### src/logic/sw_pkg.sv
// scoring constants, size limits and shared types of the smith-waterman engine, imported by all RTL
`default_nettype none

package sw_pkg;

    // job size limits
    localparam int REF_MAX_LEN  = 16;
    localparam int READ_MAX_LEN = 8;
    localparam int SCORE_W      = 10;

    // A=0, C=1, G=2, T=3
    typedef logic [1:0] base_t;

    typedef logic signed [SCORE_W-1:0] score_t;

    // base k sits in bits 2k+1 down to 2k
    typedef logic [2*REF_MAX_LEN-1:0]  ref_seq_t;
    typedef logic [2*READ_MAX_LEN-1:0] read_seq_t;

    // lengths are 1-based, indices 0-based
    typedef logic [$clog2(REF_MAX_LEN):0]    ref_len_t;
    typedef logic [$clog2(READ_MAX_LEN):0]   read_len_t;
    typedef logic [$clog2(REF_MAX_LEN)-1:0]  ref_idx_t;
    typedef logic [$clog2(READ_MAX_LEN)-1:0] read_idx_t;

    // affine gap scoring
    localparam score_t MATCH_SCORE      = 5;
    localparam score_t MISMATCH_PENALTY = 2;
    localparam score_t GAP_OPEN         = 3;
    localparam score_t GAP_EXTEND       = 1;

    // loader fsm encoding
    localparam logic [1:0] LD_IDLE   = 2'd0;
    localparam logic [1:0] LD_STREAM = 2'd1;
    localparam logic [1:0] LD_DRAIN  = 2'd2;
    localparam logic [1:0] LD_WAIT   = 2'd3;

endpackage

`default_nettype wire

### src/logic/sw_seq_loader.sv
// job capture stage, streams the reference into the pe array, waits out the drain and starts the scan
`timescale 1ns/1ps
`default_nettype none

module sw_seq_loader (
    input  logic              clk,
    input  logic              rst,
    input  logic              i_valid,
    input  sw_pkg::ref_seq_t  i_ref_seq,
    input  sw_pkg::read_seq_t i_read_seq,
    input  sw_pkg::ref_len_t  i_ref_len,
    input  sw_pkg::read_len_t i_read_len,
    input  logic              i_scan_busy,
    output logic              o_ready,
    output logic              o_start,
    output logic              o_stream_valid,
    output sw_pkg::base_t     o_stream_base,
    output sw_pkg::read_seq_t o_read_seq,
    output sw_pkg::read_len_t o_read_len,
    output logic              o_scan_start
);
    import sw_pkg::*;

    logic [1:0] state;
    ref_len_t   cnt;
    ref_len_t   ref_len_q;
    ref_seq_t   ref_shift;
    logic       last_base;
    logic       drain_done;

    assign last_base  = (cnt == ref_len_q - ref_len_t'(1));
    assign drain_done = (cnt == ref_len_t'(READ_MAX_LEN - 1));

    assign o_ready        = (state == LD_IDLE);
    assign o_stream_valid = (state == LD_STREAM);
    assign o_stream_base  = ref_shift[1:0];
    // first stream cycle opens the job in every element
    assign o_start        = (state == LD_STREAM) && (cnt == '0);
    assign o_scan_start   = (state == LD_DRAIN) && drain_done;

    always_ff @(posedge clk or posedge rst) begin
        if (rst) begin
            state <= LD_IDLE;
            cnt   <= '0;
        end else begin
            case (state)
                LD_IDLE: begin
                    if (i_valid) begin
                        state <= LD_STREAM;
                    end
                end
                LD_STREAM: begin
                    if (last_base) begin
                        cnt   <= '0;
                        state <= LD_DRAIN;
                    end else begin
                        cnt <= cnt + 1'b1;
                    end
                end
                // last element trails element 0 by READ_MAX_LEN-1 cycles
                LD_DRAIN: begin
                    if (drain_done) begin
                        cnt   <= '0;
                        state <= LD_WAIT;
                    end else begin
                        cnt <= cnt + 1'b1;
                    end
                end
                LD_WAIT: begin
                    if (!i_scan_busy) begin
                        state <= LD_IDLE;
                    end
                end
                default: state <= LD_IDLE;
            endcase
        end
    end

    always_ff @(posedge clk) begin
        if (o_ready && i_valid) begin
            ref_shift  <= i_ref_seq;
            ref_len_q  <= i_ref_len;
            o_read_seq <= i_read_seq;
            o_read_len <= i_read_len;
        end else if (state == LD_STREAM) begin
            // next base into the low bits
            ref_shift <= ref_shift >> 2;
        end
    end

endmodule

`default_nettype wire

### src/logic/sw_pe.sv
// one systolic element of the array, computes one read row with affine gaps and tracks its row best
`timescale 1ns/1ps
`default_nettype none

module sw_pe (
    input  logic             clk,
    input  logic             rst,
    input  logic             i_start,
    input  logic             i_row_en,
    input  logic             i_valid,
    input  sw_pkg::base_t    i_ref_base,
    input  sw_pkg::base_t    i_read_base,
    input  sw_pkg::score_t   i_top_h,
    input  sw_pkg::score_t   i_top_f,
    output logic             o_valid,
    output sw_pkg::base_t    o_ref_base,
    output sw_pkg::score_t   o_h,
    output sw_pkg::score_t   o_f,
    output sw_pkg::score_t   o_row_best,
    output sw_pkg::ref_idx_t o_row_best_col
);
    import sw_pkg::*;

    score_t   e_q;
    score_t   diag_q;
    ref_idx_t col_q;
    score_t   left_h;
    score_t   left_e;
    score_t   diag;
    score_t   cur_best;
    ref_idx_t cur_col;
    score_t   h_diag;
    score_t   e_new;
    score_t   f_new;
    score_t   h_new;
    logic     update;

    function automatic score_t max2(input score_t a, input score_t b);
        return (a > b) ? a : b;
    endfunction

    // element 0 processes base 0 in the start cycle itself
    assign left_h   = i_start ? '0 : o_h;
    assign left_e   = i_start ? '0 : e_q;
    assign diag     = i_start ? '0 : diag_q;
    assign cur_best = i_start ? '0 : o_row_best;
    assign cur_col  = i_start ? '0 : col_q;

    assign h_diag = (i_ref_base == i_read_base) ? diag + MATCH_SCORE : diag - MISMATCH_PENALTY;
    assign e_new  = max2(max2(left_e - GAP_EXTEND, left_h - GAP_OPEN), '0);
    assign f_new  = max2(max2(i_top_f - GAP_EXTEND, i_top_h - GAP_OPEN), '0);
    assign h_new  = max2(max2(e_new, f_new), max2(h_diag, '0));

    assign update = i_valid && i_row_en;

    always_ff @(posedge clk or posedge rst) begin
        if (rst) begin
            o_valid <= 1'b0;
        end else begin
            o_valid <= i_valid;
        end
    end

    always_ff @(posedge clk) begin
        o_ref_base <= i_ref_base;
        // top h one column back becomes the diagonal
        diag_q     <= i_start ? '0 : i_top_h;
        if (i_start) begin
            o_h            <= '0;
            e_q            <= '0;
            o_f            <= '0;
            col_q          <= '0;
            o_row_best     <= '0;
            o_row_best_col <= '0;
        end
        if (update) begin
            o_h   <= h_new;
            e_q   <= e_new;
            o_f   <= f_new;
            col_q <= cur_col + 1'b1;
            // strict compare keeps the earliest column
            if (h_new > cur_best) begin
                o_row_best     <= h_new;
                o_row_best_col <= cur_col;
            end
        end
    end

endmodule

`default_nettype wire

### src/logic/sw_pe_array.sv
// chain of READ_MAX_LEN processing elements, one per read base, with a row-best read port for the scan
`timescale 1ns/1ps
`default_nettype none

module sw_pe_array (
    input  logic              clk,
    input  logic              rst,
    input  logic              i_start,
    input  logic              i_stream_valid,
    input  sw_pkg::base_t     i_stream_base,
    input  sw_pkg::read_seq_t i_read_seq,
    input  sw_pkg::read_len_t i_read_len,
    input  sw_pkg::read_idx_t i_row_sel,
    output sw_pkg::score_t    o_row_best,
    output sw_pkg::ref_idx_t  o_row_best_col
);
    import sw_pkg::*;

    // entry j feeds element j, entry 0 is the array input
    logic     valid_link   [0:READ_MAX_LEN];
    base_t    base_link    [0:READ_MAX_LEN];
    score_t   h_link       [0:READ_MAX_LEN];
    score_t   f_link       [0:READ_MAX_LEN];
    score_t   row_best     [0:READ_MAX_LEN-1];
    ref_idx_t row_best_col [0:READ_MAX_LEN-1];
    logic [READ_MAX_LEN-1:0] row_en;

    assign valid_link[0] = i_stream_valid;
    assign base_link[0]  = i_stream_base;

    // top boundary of row 0
    assign h_link[0] = '0;
    assign f_link[0] = '0;

    generate
        for (genvar j = 0; j < READ_MAX_LEN; j++) begin : g_pe
            // rows past the read length stay idle
            assign row_en[j] = (read_len_t'(j) < i_read_len);

            sw_pe pe_inst (
                .clk            (clk),
                .rst            (rst),
                .i_start        (i_start),
                .i_row_en       (row_en[j]),
                .i_valid        (valid_link[j]),
                .i_ref_base     (base_link[j]),
                .i_read_base    (i_read_seq[2*j +: 2]),
                .i_top_h        (h_link[j]),
                .i_top_f        (f_link[j]),
                .o_valid        (valid_link[j+1]),
                .o_ref_base     (base_link[j+1]),
                .o_h            (h_link[j+1]),
                .o_f            (f_link[j+1]),
                .o_row_best     (row_best[j]),
                .o_row_best_col (row_best_col[j])
            );
        end
    endgenerate

    // row read port for the selector
    assign o_row_best     = row_best[i_row_sel];
    assign o_row_best_col = row_best_col[i_row_sel];

endmodule

`default_nettype wire

### src/logic/sw_max_select.sv
// scans the row bests of the array for the global best and holds it on the output handshake
`timescale 1ns/1ps
`default_nettype none

module sw_max_select (
    input  logic              clk,
    input  logic              rst,
    input  logic              i_scan_start,
    input  sw_pkg::read_len_t i_read_len,
    input  sw_pkg::score_t    i_row_best,
    input  sw_pkg::ref_idx_t  i_row_best_col,
    input  logic              i_ready,
    output sw_pkg::read_idx_t o_row_sel,
    output logic              o_scan_busy,
    output logic              o_valid,
    output sw_pkg::score_t    o_score,
    output sw_pkg::read_idx_t o_row,
    output sw_pkg::ref_idx_t  o_column
);
    import sw_pkg::*;

    logic scanning;
    logic last_row;
    logic take;

    // also stops at the last element if the length is out of range
    assign last_row = (read_len_t'(o_row_sel) == i_read_len - read_len_t'(1))
                   || (o_row_sel == read_idx_t'(READ_MAX_LEN - 1));

    // row 0 seeds the best, later rows only win when strictly higher
    assign take = (o_row_sel == '0) || (i_row_best > o_score);

    always_ff @(posedge clk or posedge rst) begin
        if (rst) begin
            scanning    <= 1'b0;
            o_scan_busy <= 1'b0;
            o_valid     <= 1'b0;
            o_row_sel   <= '0;
        end else begin
            if (i_scan_start) begin
                scanning    <= 1'b1;
                o_scan_busy <= 1'b1;
                o_row_sel   <= '0;
            end else if (scanning) begin
                if (last_row) begin
                    scanning <= 1'b0;
                    o_valid  <= 1'b1;
                end else begin
                    o_row_sel <= o_row_sel + 1'b1;
                end
            end
            // busy holds the loader until the result is taken
            if (o_valid && i_ready) begin
                o_valid     <= 1'b0;
                o_scan_busy <= 1'b0;
            end
        end
    end

    // result only moves during the scan, so it holds under back-pressure
    always_ff @(posedge clk) begin
        if (scanning && take) begin
            o_score  <= i_row_best;
            o_row    <= o_row_sel;
            o_column <= i_row_best_col;
        end
    end

endmodule

`default_nettype wire

### src/logic/sw_core.sv
// top level of the smith-waterman engine, loader into pe array into row-best selector
`timescale 1ns/1ps
`default_nettype none

module sw_core (
    input  logic              clk,
    input  logic              rst,
    input  logic              i_valid,
    input  sw_pkg::ref_seq_t  i_ref_seq,
    input  sw_pkg::read_seq_t i_read_seq,
    input  sw_pkg::ref_len_t  i_ref_len,
    input  sw_pkg::read_len_t i_read_len,
    input  logic              i_ready,
    output logic              o_ready,
    output logic              o_valid,
    output sw_pkg::score_t    o_score,
    output sw_pkg::read_idx_t o_row,
    output sw_pkg::ref_idx_t  o_column
);
    import sw_pkg::*;

    logic      start;
    logic      stream_valid;
    base_t     stream_base;
    read_seq_t read_seq;
    read_len_t read_len;
    logic      scan_start;
    logic      scan_busy;
    read_idx_t row_sel;
    score_t    row_best;
    ref_idx_t  row_best_col;

    sw_seq_loader loader_inst (
        .clk            (clk),
        .rst            (rst),
        .i_valid        (i_valid),
        .i_ref_seq      (i_ref_seq),
        .i_read_seq     (i_read_seq),
        .i_ref_len      (i_ref_len),
        .i_read_len     (i_read_len),
        .i_scan_busy    (scan_busy),
        .o_ready        (o_ready),
        .o_start        (start),
        .o_stream_valid (stream_valid),
        .o_stream_base  (stream_base),
        .o_read_seq     (read_seq),
        .o_read_len     (read_len),
        .o_scan_start   (scan_start)
    );

    sw_pe_array array_inst (
        .clk            (clk),
        .rst            (rst),
        .i_start        (start),
        .i_stream_valid (stream_valid),
        .i_stream_base  (stream_base),
        .i_read_seq     (read_seq),
        .i_read_len     (read_len),
        .i_row_sel      (row_sel),
        .o_row_best     (row_best),
        .o_row_best_col (row_best_col)
    );

    sw_max_select select_inst (
        .clk            (clk),
        .rst            (rst),
        .i_scan_start   (scan_start),
        .i_read_len     (read_len),
        .i_row_best     (row_best),
        .i_row_best_col (row_best_col),
        .i_ready        (i_ready),
        .o_row_sel      (row_sel),
        .o_scan_busy    (scan_busy),
        .o_valid        (o_valid),
        .o_score        (o_score),
        .o_row          (o_row),
        .o_column       (o_column)
    );

endmodule

`default_nettype wire

### config.mk
export PLATFORM = sky130hd
export DESIGN_NAME = sw_core
export DESIGN_NICKNAME = d
export VERILOG_FILES = /design/src/logic/sw_pkg.sv /design/src/logic/sw_seq_loader.sv /design/src/logic/sw_pe.sv /design/src/logic/sw_pe_array.sv /design/src/logic/sw_max_select.sv /design/src/logic/sw_core.sv
export SDC_FILE = /design/constraint.sdc
export NUM_CORES = 2
export LEC_CHECK = 0
export ABC_AREA = 1
export BUFFER_PORTS_ARGS = -buffer_cell sky130_fd_sc_hd__buf_2
export CELL_PAD_IN_SITES_DETAIL_PLACEMENT = 0
export CELL_PAD_IN_SITES_GLOBAL_PLACEMENT = 1
export CORE_MARGIN = 2
export CORE_UTILIZATION = 39
export DETAILED_ROUTE_END_ITERATION = 6
export PLACE_DENSITY = 0.78
export SLEW_MARGIN = 20
export SYNTH_ARGS = -nofsm -noshare
export SYNTH_HDL_FRONTEND = slang
export SYNTH_SLANG_ARGS = --single-unit
### constraint.sdc
create_clock -name clk -period 13.2 [get_ports clk]
set_input_delay 2.64 -clock clk [delete_from_list [all_inputs] [get_ports clk]]
set_output_delay 2.64 -clock clk [all_outputs]
set_load 0.02 [all_outputs]
# After elaboration in Yosys (flattened, before gate mapping)
# Cells that the tools add are included.
# op_classes
add_sub_neg,55
order_cmp,72
n_eq_ne,21
n_mux,200
bitwise,1
n_reduce_logical,33
# op_table
op,n
$mux W10,134
$gt A10 B10 Y1,38
$gt A10 B1 Y1 const B,24
$sub A10 B3 Y10 const B,22
$mux W4,42
$sub A10 B2 Y10 const B,14
$add A10 B4 Y10 const B,7
$mux W32,2
$add A4 B1 Y4 const B,8
$bmux W10 S3,1
$reduce_bool A2 Y1,12
$eq A2 B2 Y1,8
$lt A3 B4 Y1 const A,4
$logic_and A1 B1 Y1,13
$bmux W4 S3,1
$gt A1 B10 Y1 const A,1
$mux W5,2
$pmux W5 S2,1
$mux W1,9
$mux W3,3
$lt A1 B4 Y1 const A,2
$lt A2 B4 Y1 const A,2
$mux W2,4
$ne A2 B2 Y1 const B,4
other kinds (21),24
# totals
register_bits,542
inputBits,61
out_inout_bits,19
elab_cells,462

# Logic depth before layout (Yosys ltp)
# depth
ltp_word,15
ltp_mapped,72
depth_no_buf,64

# Modules after synthesis
# From an unflattened synthesis, not the netlist that was laid out.
# unflattened
hier_cells,7373
area_unflattened_um2,48969.5
# modules_own_cells
module,instances,cells_each,area_each_um2,seq_area_each_um2
sw_pe (array_inst.g_pe[0].pe_inst ...),6,821,5415.2,1326.3
sw_pe (array_inst.g_pe[7].pe_inst),1,839,5450.2,1326.3
sw_pe (array_inst.g_pe[2].pe_inst),1,830,5420.2,1326.3
sw_seq_loader,1,267,2812.7,1886.8
sw_pe_array,1,386,1581.5,0.0
sw_max_select,1,125,1213.7,660.6

# Worst setup path after synthesis
# No wires, ideal clock.
# synth_path
path_type,flip-flop to flip-flop
from,reg loader_inst.state[1]
to,reg array_inst.g_pe[6].pe_inst.o_row_best_col[1]
setup_time_ns,0.130
arrival_time_ns,9.809
required_ns,13.070
path_slack_ns,3.261
path_stages_with_launch,67
n_path_buf,11
period_less_slack_ns,9.939
cell_sequence,dfrtp_1 > inv_1 > ha_1 > nand2_1 > nor2_4 > buf_6 > buf_4 > buf_2 > buf_2 > buf_2 > buf_1 > nor2_1 > ha_1 > inv_1 > nand2_1 > a21oi_1 > xnor2_1 > ha_1 > (+31 left out) > o211ai_1 > o2111ai_1 > xnor2_1 > and2_1 > buf_1 > clkinv_1 > o21ai_1 > inv_2 > ha_1 > nand2_1 > nor2_1 > o211ai_1 > o2111ai_1 > xnor2_1 > nand3_1 > clkbuf_1 > clkbuf_1 > o21ai_0
# synth_between
elab_chain_len,15
word_cells_on_any_way,26
cone_classes,add/sub (4); order compare (6); eq/ne (1); mux (14); reduce/logical (1)
# synth_lines
element,line,text
"start, declared",sw_seq_loader.sv:24,logic [1:0] state;
"start signal, assigned",sw_seq_loader.sv:43,state <= LD_IDLE;
"start signal, assigned",sw_seq_loader.sv:49,state <= LD_STREAM;
"start signal, assigned",sw_seq_loader.sv:55,state <= LD_DRAIN;
$eq A2 B1 Y1 *,n/a,
named net array_inst.g_pe[0].pe_inst.i_valid,sw_pe.sv:10,"input logic i_valid,"
$logic_and A1 B1 Y1 *,sw_seq_loader.sv:38,assign o_start = (state == LD_STREAM) && (cnt == '0);
$mux W10 *,n/a,
named net array_inst.g_pe[6].pe_inst.left_h[1],sw_pe.sv:27,score_t left_h;
$sub A10 B3 Y10 *,sw_pe.sv:50,"assign e_new = max2(max2(left_e - GAP_EXTEND, left_h - GAP_OPEN), '0);"
$gt A10 B10 Y1,sw_pe.sv:39,return (a > b) ? a : b;
$mux W10 *,sw_pe.sv:39,
$gt A10 B1 Y1,sw_pe.sv:39,
$mux W10 *,sw_pe.sv:39,
$gt A10 B10 Y1,sw_pe.sv:39,
$mux W10 *,sw_pe.sv:39,
$gt A10 B10 Y1,sw_pe.sv:39,
$mux W10 *,sw_pe.sv:39,
$gt A10 B10 Y1 *,sw_pe.sv:82,if (h_new > cur_best) begin
$mux W4 *,sw_pe.sv:82,
$mux W4 *,sw_pe.sv:76,if (update) begin
"end signal, assigned",sw_pe.sv:84,o_row_best_col <= cur_col;
"end, declared",sw_pe.sv:20,output sw_pkg::ref_idx_t o_row_best_col
# Mark *: on every way through the listed nets, which the timed path passes. The rest lies on a longest branch.
# A chain may end at the register's enable or synchronous reset.

# Worst setup path after layout
# layout_path
from,reg loader_inst.state[1]
to,reg array_inst.g_pe[2].pe_inst.o_row_best[0]
# layout_between
elab_chain_len,15
word_cells_on_any_way,24
cone_classes,add/sub (4); order compare (6); eq/ne (1); mux (12); reduce/logical (1)
# layout_lines
element,line,text
$eq A2 B1 Y1 *,n/a,
named net array_inst.g_pe[0].pe_inst.i_valid,sw_pe.sv:10,
$logic_and A1 B1 Y1 *,sw_seq_loader.sv:38,
$mux W10,n/a,
$sub A10 B2 Y10 / $sub A10 B3 Y10 (equally long branches),sw_pe.sv:50,
$gt A10 B10 Y1,sw_pe.sv:39,
$mux W10,sw_pe.sv:39,
$gt A10 B1 Y1,sw_pe.sv:39,
$mux W10,sw_pe.sv:39,
$gt A10 B10 Y1,sw_pe.sv:39,
$mux W10,sw_pe.sv:39,
$gt A10 B10 Y1,sw_pe.sv:39,
$mux W10,sw_pe.sv:39,
$gt A10 B10 Y1,sw_pe.sv:82,
$mux W10,sw_pe.sv:82,
$mux W10 *,sw_pe.sv:76,
"end signal, assigned",sw_pe.sv:83,o_row_best <= h_new;
"end, declared",sw_pe.sv:19,"output sw_pkg::score_t o_row_best,"
# Marks and branches as above.

==> results.cfg <==
[routing]
vias = 38100
detail_route.drc_violations = 4
drt_iter0_drc = 2485
wl_per_cell_um = 15.3
first_pass_iters = 7
final_antenna_net_count = 0
viasPerCell = 4.99
drt-total-wl_mm = 117

[final_layout]
final_common_cell = nand2_1
layout.nets = 6672
drive_above_1_share_pct = 6.05
fin_util_pct = 43.0
area_growth_pct = 9.54
final_cell_mix = nand2_1, inv_1, nor2_1, ha_1, nand3_1

[sta]
setup_viol = 0
fmax_mhz = 85.8
tns_ns = 0
drv_slew = 0
finalHoldViolCount = 0
timing.final.crit_share_pct = 88.3
min_period_ns = 11.65
skew_ns = 0.0542
finalWorstSetupSlack_ns = 1.55
relSlewSlack_pct = 31.2
rsz0062_at_grt = no
worstMarginPinSlew_ns = 1.03

[outcome]
violations = DRC
status = finished with violations

[synth]
synthMuxAreaShare_pct = 0.429
synth_compound_area_share_pct = 10.5
synth_top_area_share_pct = 18.5
yosys.area_share.simple_pct = 30.6
synthAdderAreaFrac_pct = 13.0
synth_top_family_by_area = simple AND/OR/NAND/NOR gates
syn_area_mm2 = 0.0420
ys_ff_latch = 542
synth-main-ff-cell = dfxtp_1
yosysSeqAreaShare_pct = 29.3
syn_inst = 6128
yosysWarnings = 0
synth-xor-area-share_pct = 6.35
synth_edf_count = 134
postSynthAreaPerCell_um2 = 6.85
synth_top_cell_by_area = dfxtp_1
synthTopCellsByArea = dfxtp_1, nand2_1, ha_1
yosys.cell_types.count = 72
async_flop_share_pct = 3.69

[min_path]
worstHoldStart = array_inst.g_pe[5].pe_inst.o_ref_base[1]
hold_end = array_inst.g_pe[6].pe_inst.o_ref_base[1]
min_path_cells = 0
min_path_type = register to register

[critical_path]
crit_path_end_kind = register
path_common_cell = nand2_1
cp.required_ns = 13.73
reg2reg_to = array_inst.g_pe[2].pe_inst.o_row_best[0]
worstSetupPathType = register to register
start_kind = register
r2r-start = loader_inst.state[1]
critPathMaxFanout = 46
ff2ff_path_depth = 59
cp_num_buf_inv = 11
critPathSlowestCell = buf_4
arrival_ns = 12.18
rrSetupSlack_ns = 1.55
critical-path-top-delay-family = simple AND/OR/NAND/NOR gates
cpPeakStageDelay_ns = 0.62

[place]
port_buffers = 79
place_ws_ns = 1.49
dp_hpwl_mm = 91.9
gp_congestion = 0.893

[die]
dieArea_mm2 = 0.110
rows = 120
start_util_pct = 39.2
ios = 80
die_h_um = 332
die_w_um = 332
core-area_mm2 = 0.107

[cts]
cts_buffers = 68
cts_resized = 0
clk_latency_ns = 0.65
clk_pin_slew_worst_paths_ns = 0.06
cts_hold_buf = 0
cts_setup_buffers = 0
cts.sinks = 542
cts_tree = built
cts_buffer_depth = 3
cts_root_buf = clkbuf_16
htree_num_levels = 3

[flow_run]
maxCapViolCount = 0

[global_route]
grt_pass1_vias = 36000
grt_overflow = 0
antenna_found_initial = 4
grt_pass1_wl_mm = 187
track_usage_pct = 20.7
grt_max_degree = 75
## synthesized netlist by cell type, types with 21 or more instances
library cell     n
nor3_1          61
o211ai_1        30
clkbuf_1        96
nor2_1         583
a21oi_1        149
xnor2_1         99
o21ai_1         88
buf_6           21
ha_1           435
o21ai_0        367
nand4_1        110
inv_2           33
dfxtp_1        388
o2111ai_1       22
nor4_1          38
nand2_1       1704
xor2_1         205
buf_2           23
nand3_1        392
inv_1          828
edfxtp_1       134
## per-layer routing
layer	wire length (µm)	GRT usage (%)
met4	2710	5.49
met3	5550	2.80
met2	54700	35.4
met5	13	0
met1	53500	27.3
## sequential cells by signal, summed over array words and instances (netlist names), 32 cells and up
name	flops
array_inst.g_pe.pe_inst.col_q	32
array_inst.g_pe.pe_inst.diag_q	70
array_inst.g_pe.pe_inst.e_q	80
array_inst.g_pe.pe_inst.o_f	60
array_inst.g_pe.pe_inst.o_h	80
array_inst.g_pe.pe_inst.o_row_best	80
array_inst.g_pe.pe_inst.o_row_best_col	32
loader_inst.ref_shift	32
## worst reg2reg max path: cells and delay by family, from the launching register on
kind / cells / cell delay (ns)
AO/OA/AOI/OAI: 15 / 2.48
XOR/XNOR: 4 / 0.73
adder cells (fa/ha/maj): 5 / 1.42
buffers and inverters: 11 / 2.31
flip-flops: 1 / 0.41
AND/OR/NAND/NOR: 24 / 4.20
## logic make-up after synthesis
logic type / Yosys count
other cells: 2
compound gates: 777
fa+ha+maj: 435
xor+xnor: 304
simple gates: 3012
flops: 542
buf+inv: 1038
mux: 18
## worst max-delay path by stage
| stage | start | end | slack, ns | cells after the start |
|---|---|---|---|---|
| 6_report | loader_inst.state[1] | array_inst.g_pe[2].pe_inst.o_row_best[0] | 1.55 | 59 |
| 2_1_floorplan | loader_inst.state[1] | array_inst.g_pe[6].pe_inst.o_row_best_col[1] | 3.26 | 66 |
| 3_5_place_dp | loader_inst.state[1] | array_inst.g_pe[1].pe_inst.o_row_best[0] | 1.49 | 55 |
| 3_3_place_gp | loader_inst.state[1] | array_inst.g_pe[1].pe_inst.o_row_best[0] | 1.54 | 56 |
| 5_1_grt | loader_inst.state[1] | array_inst.g_pe[1].pe_inst.o_row_best[0] | 0.27 | 55 |
| 4_1_cts | loader_inst.state[1] | array_inst.g_pe[1].pe_inst.o_row_best[0] | 1.46 | 55 |
## metrics by stage
step	cell area [µm²]	hold slack, ns	std cells
2_1_floorplan	42100	0.350	6162
3_3_place_gp	43600	0.354	7509
3_5_place_dp	43600	0.357	7509
4_1_cts	46000	0.365	7634
5_1_grt	46000	0.374	7635
6_report	46000	0.363	7635
## cell type report
cell class	count	area, µm²
diodes	1	2.50
clock buffers	96	1960
clock inverters	29	355
fillers	11300	60900
inverters	875	3280
flip-flops and latches	542	12300
multi-input cells	4582	25700
well taps	1403	1760
repair buffers	107	618
Power is left out: the tool's default activity adds up to more than one toggle a clock period on the data nets, which glitch-free logic cannot reach.
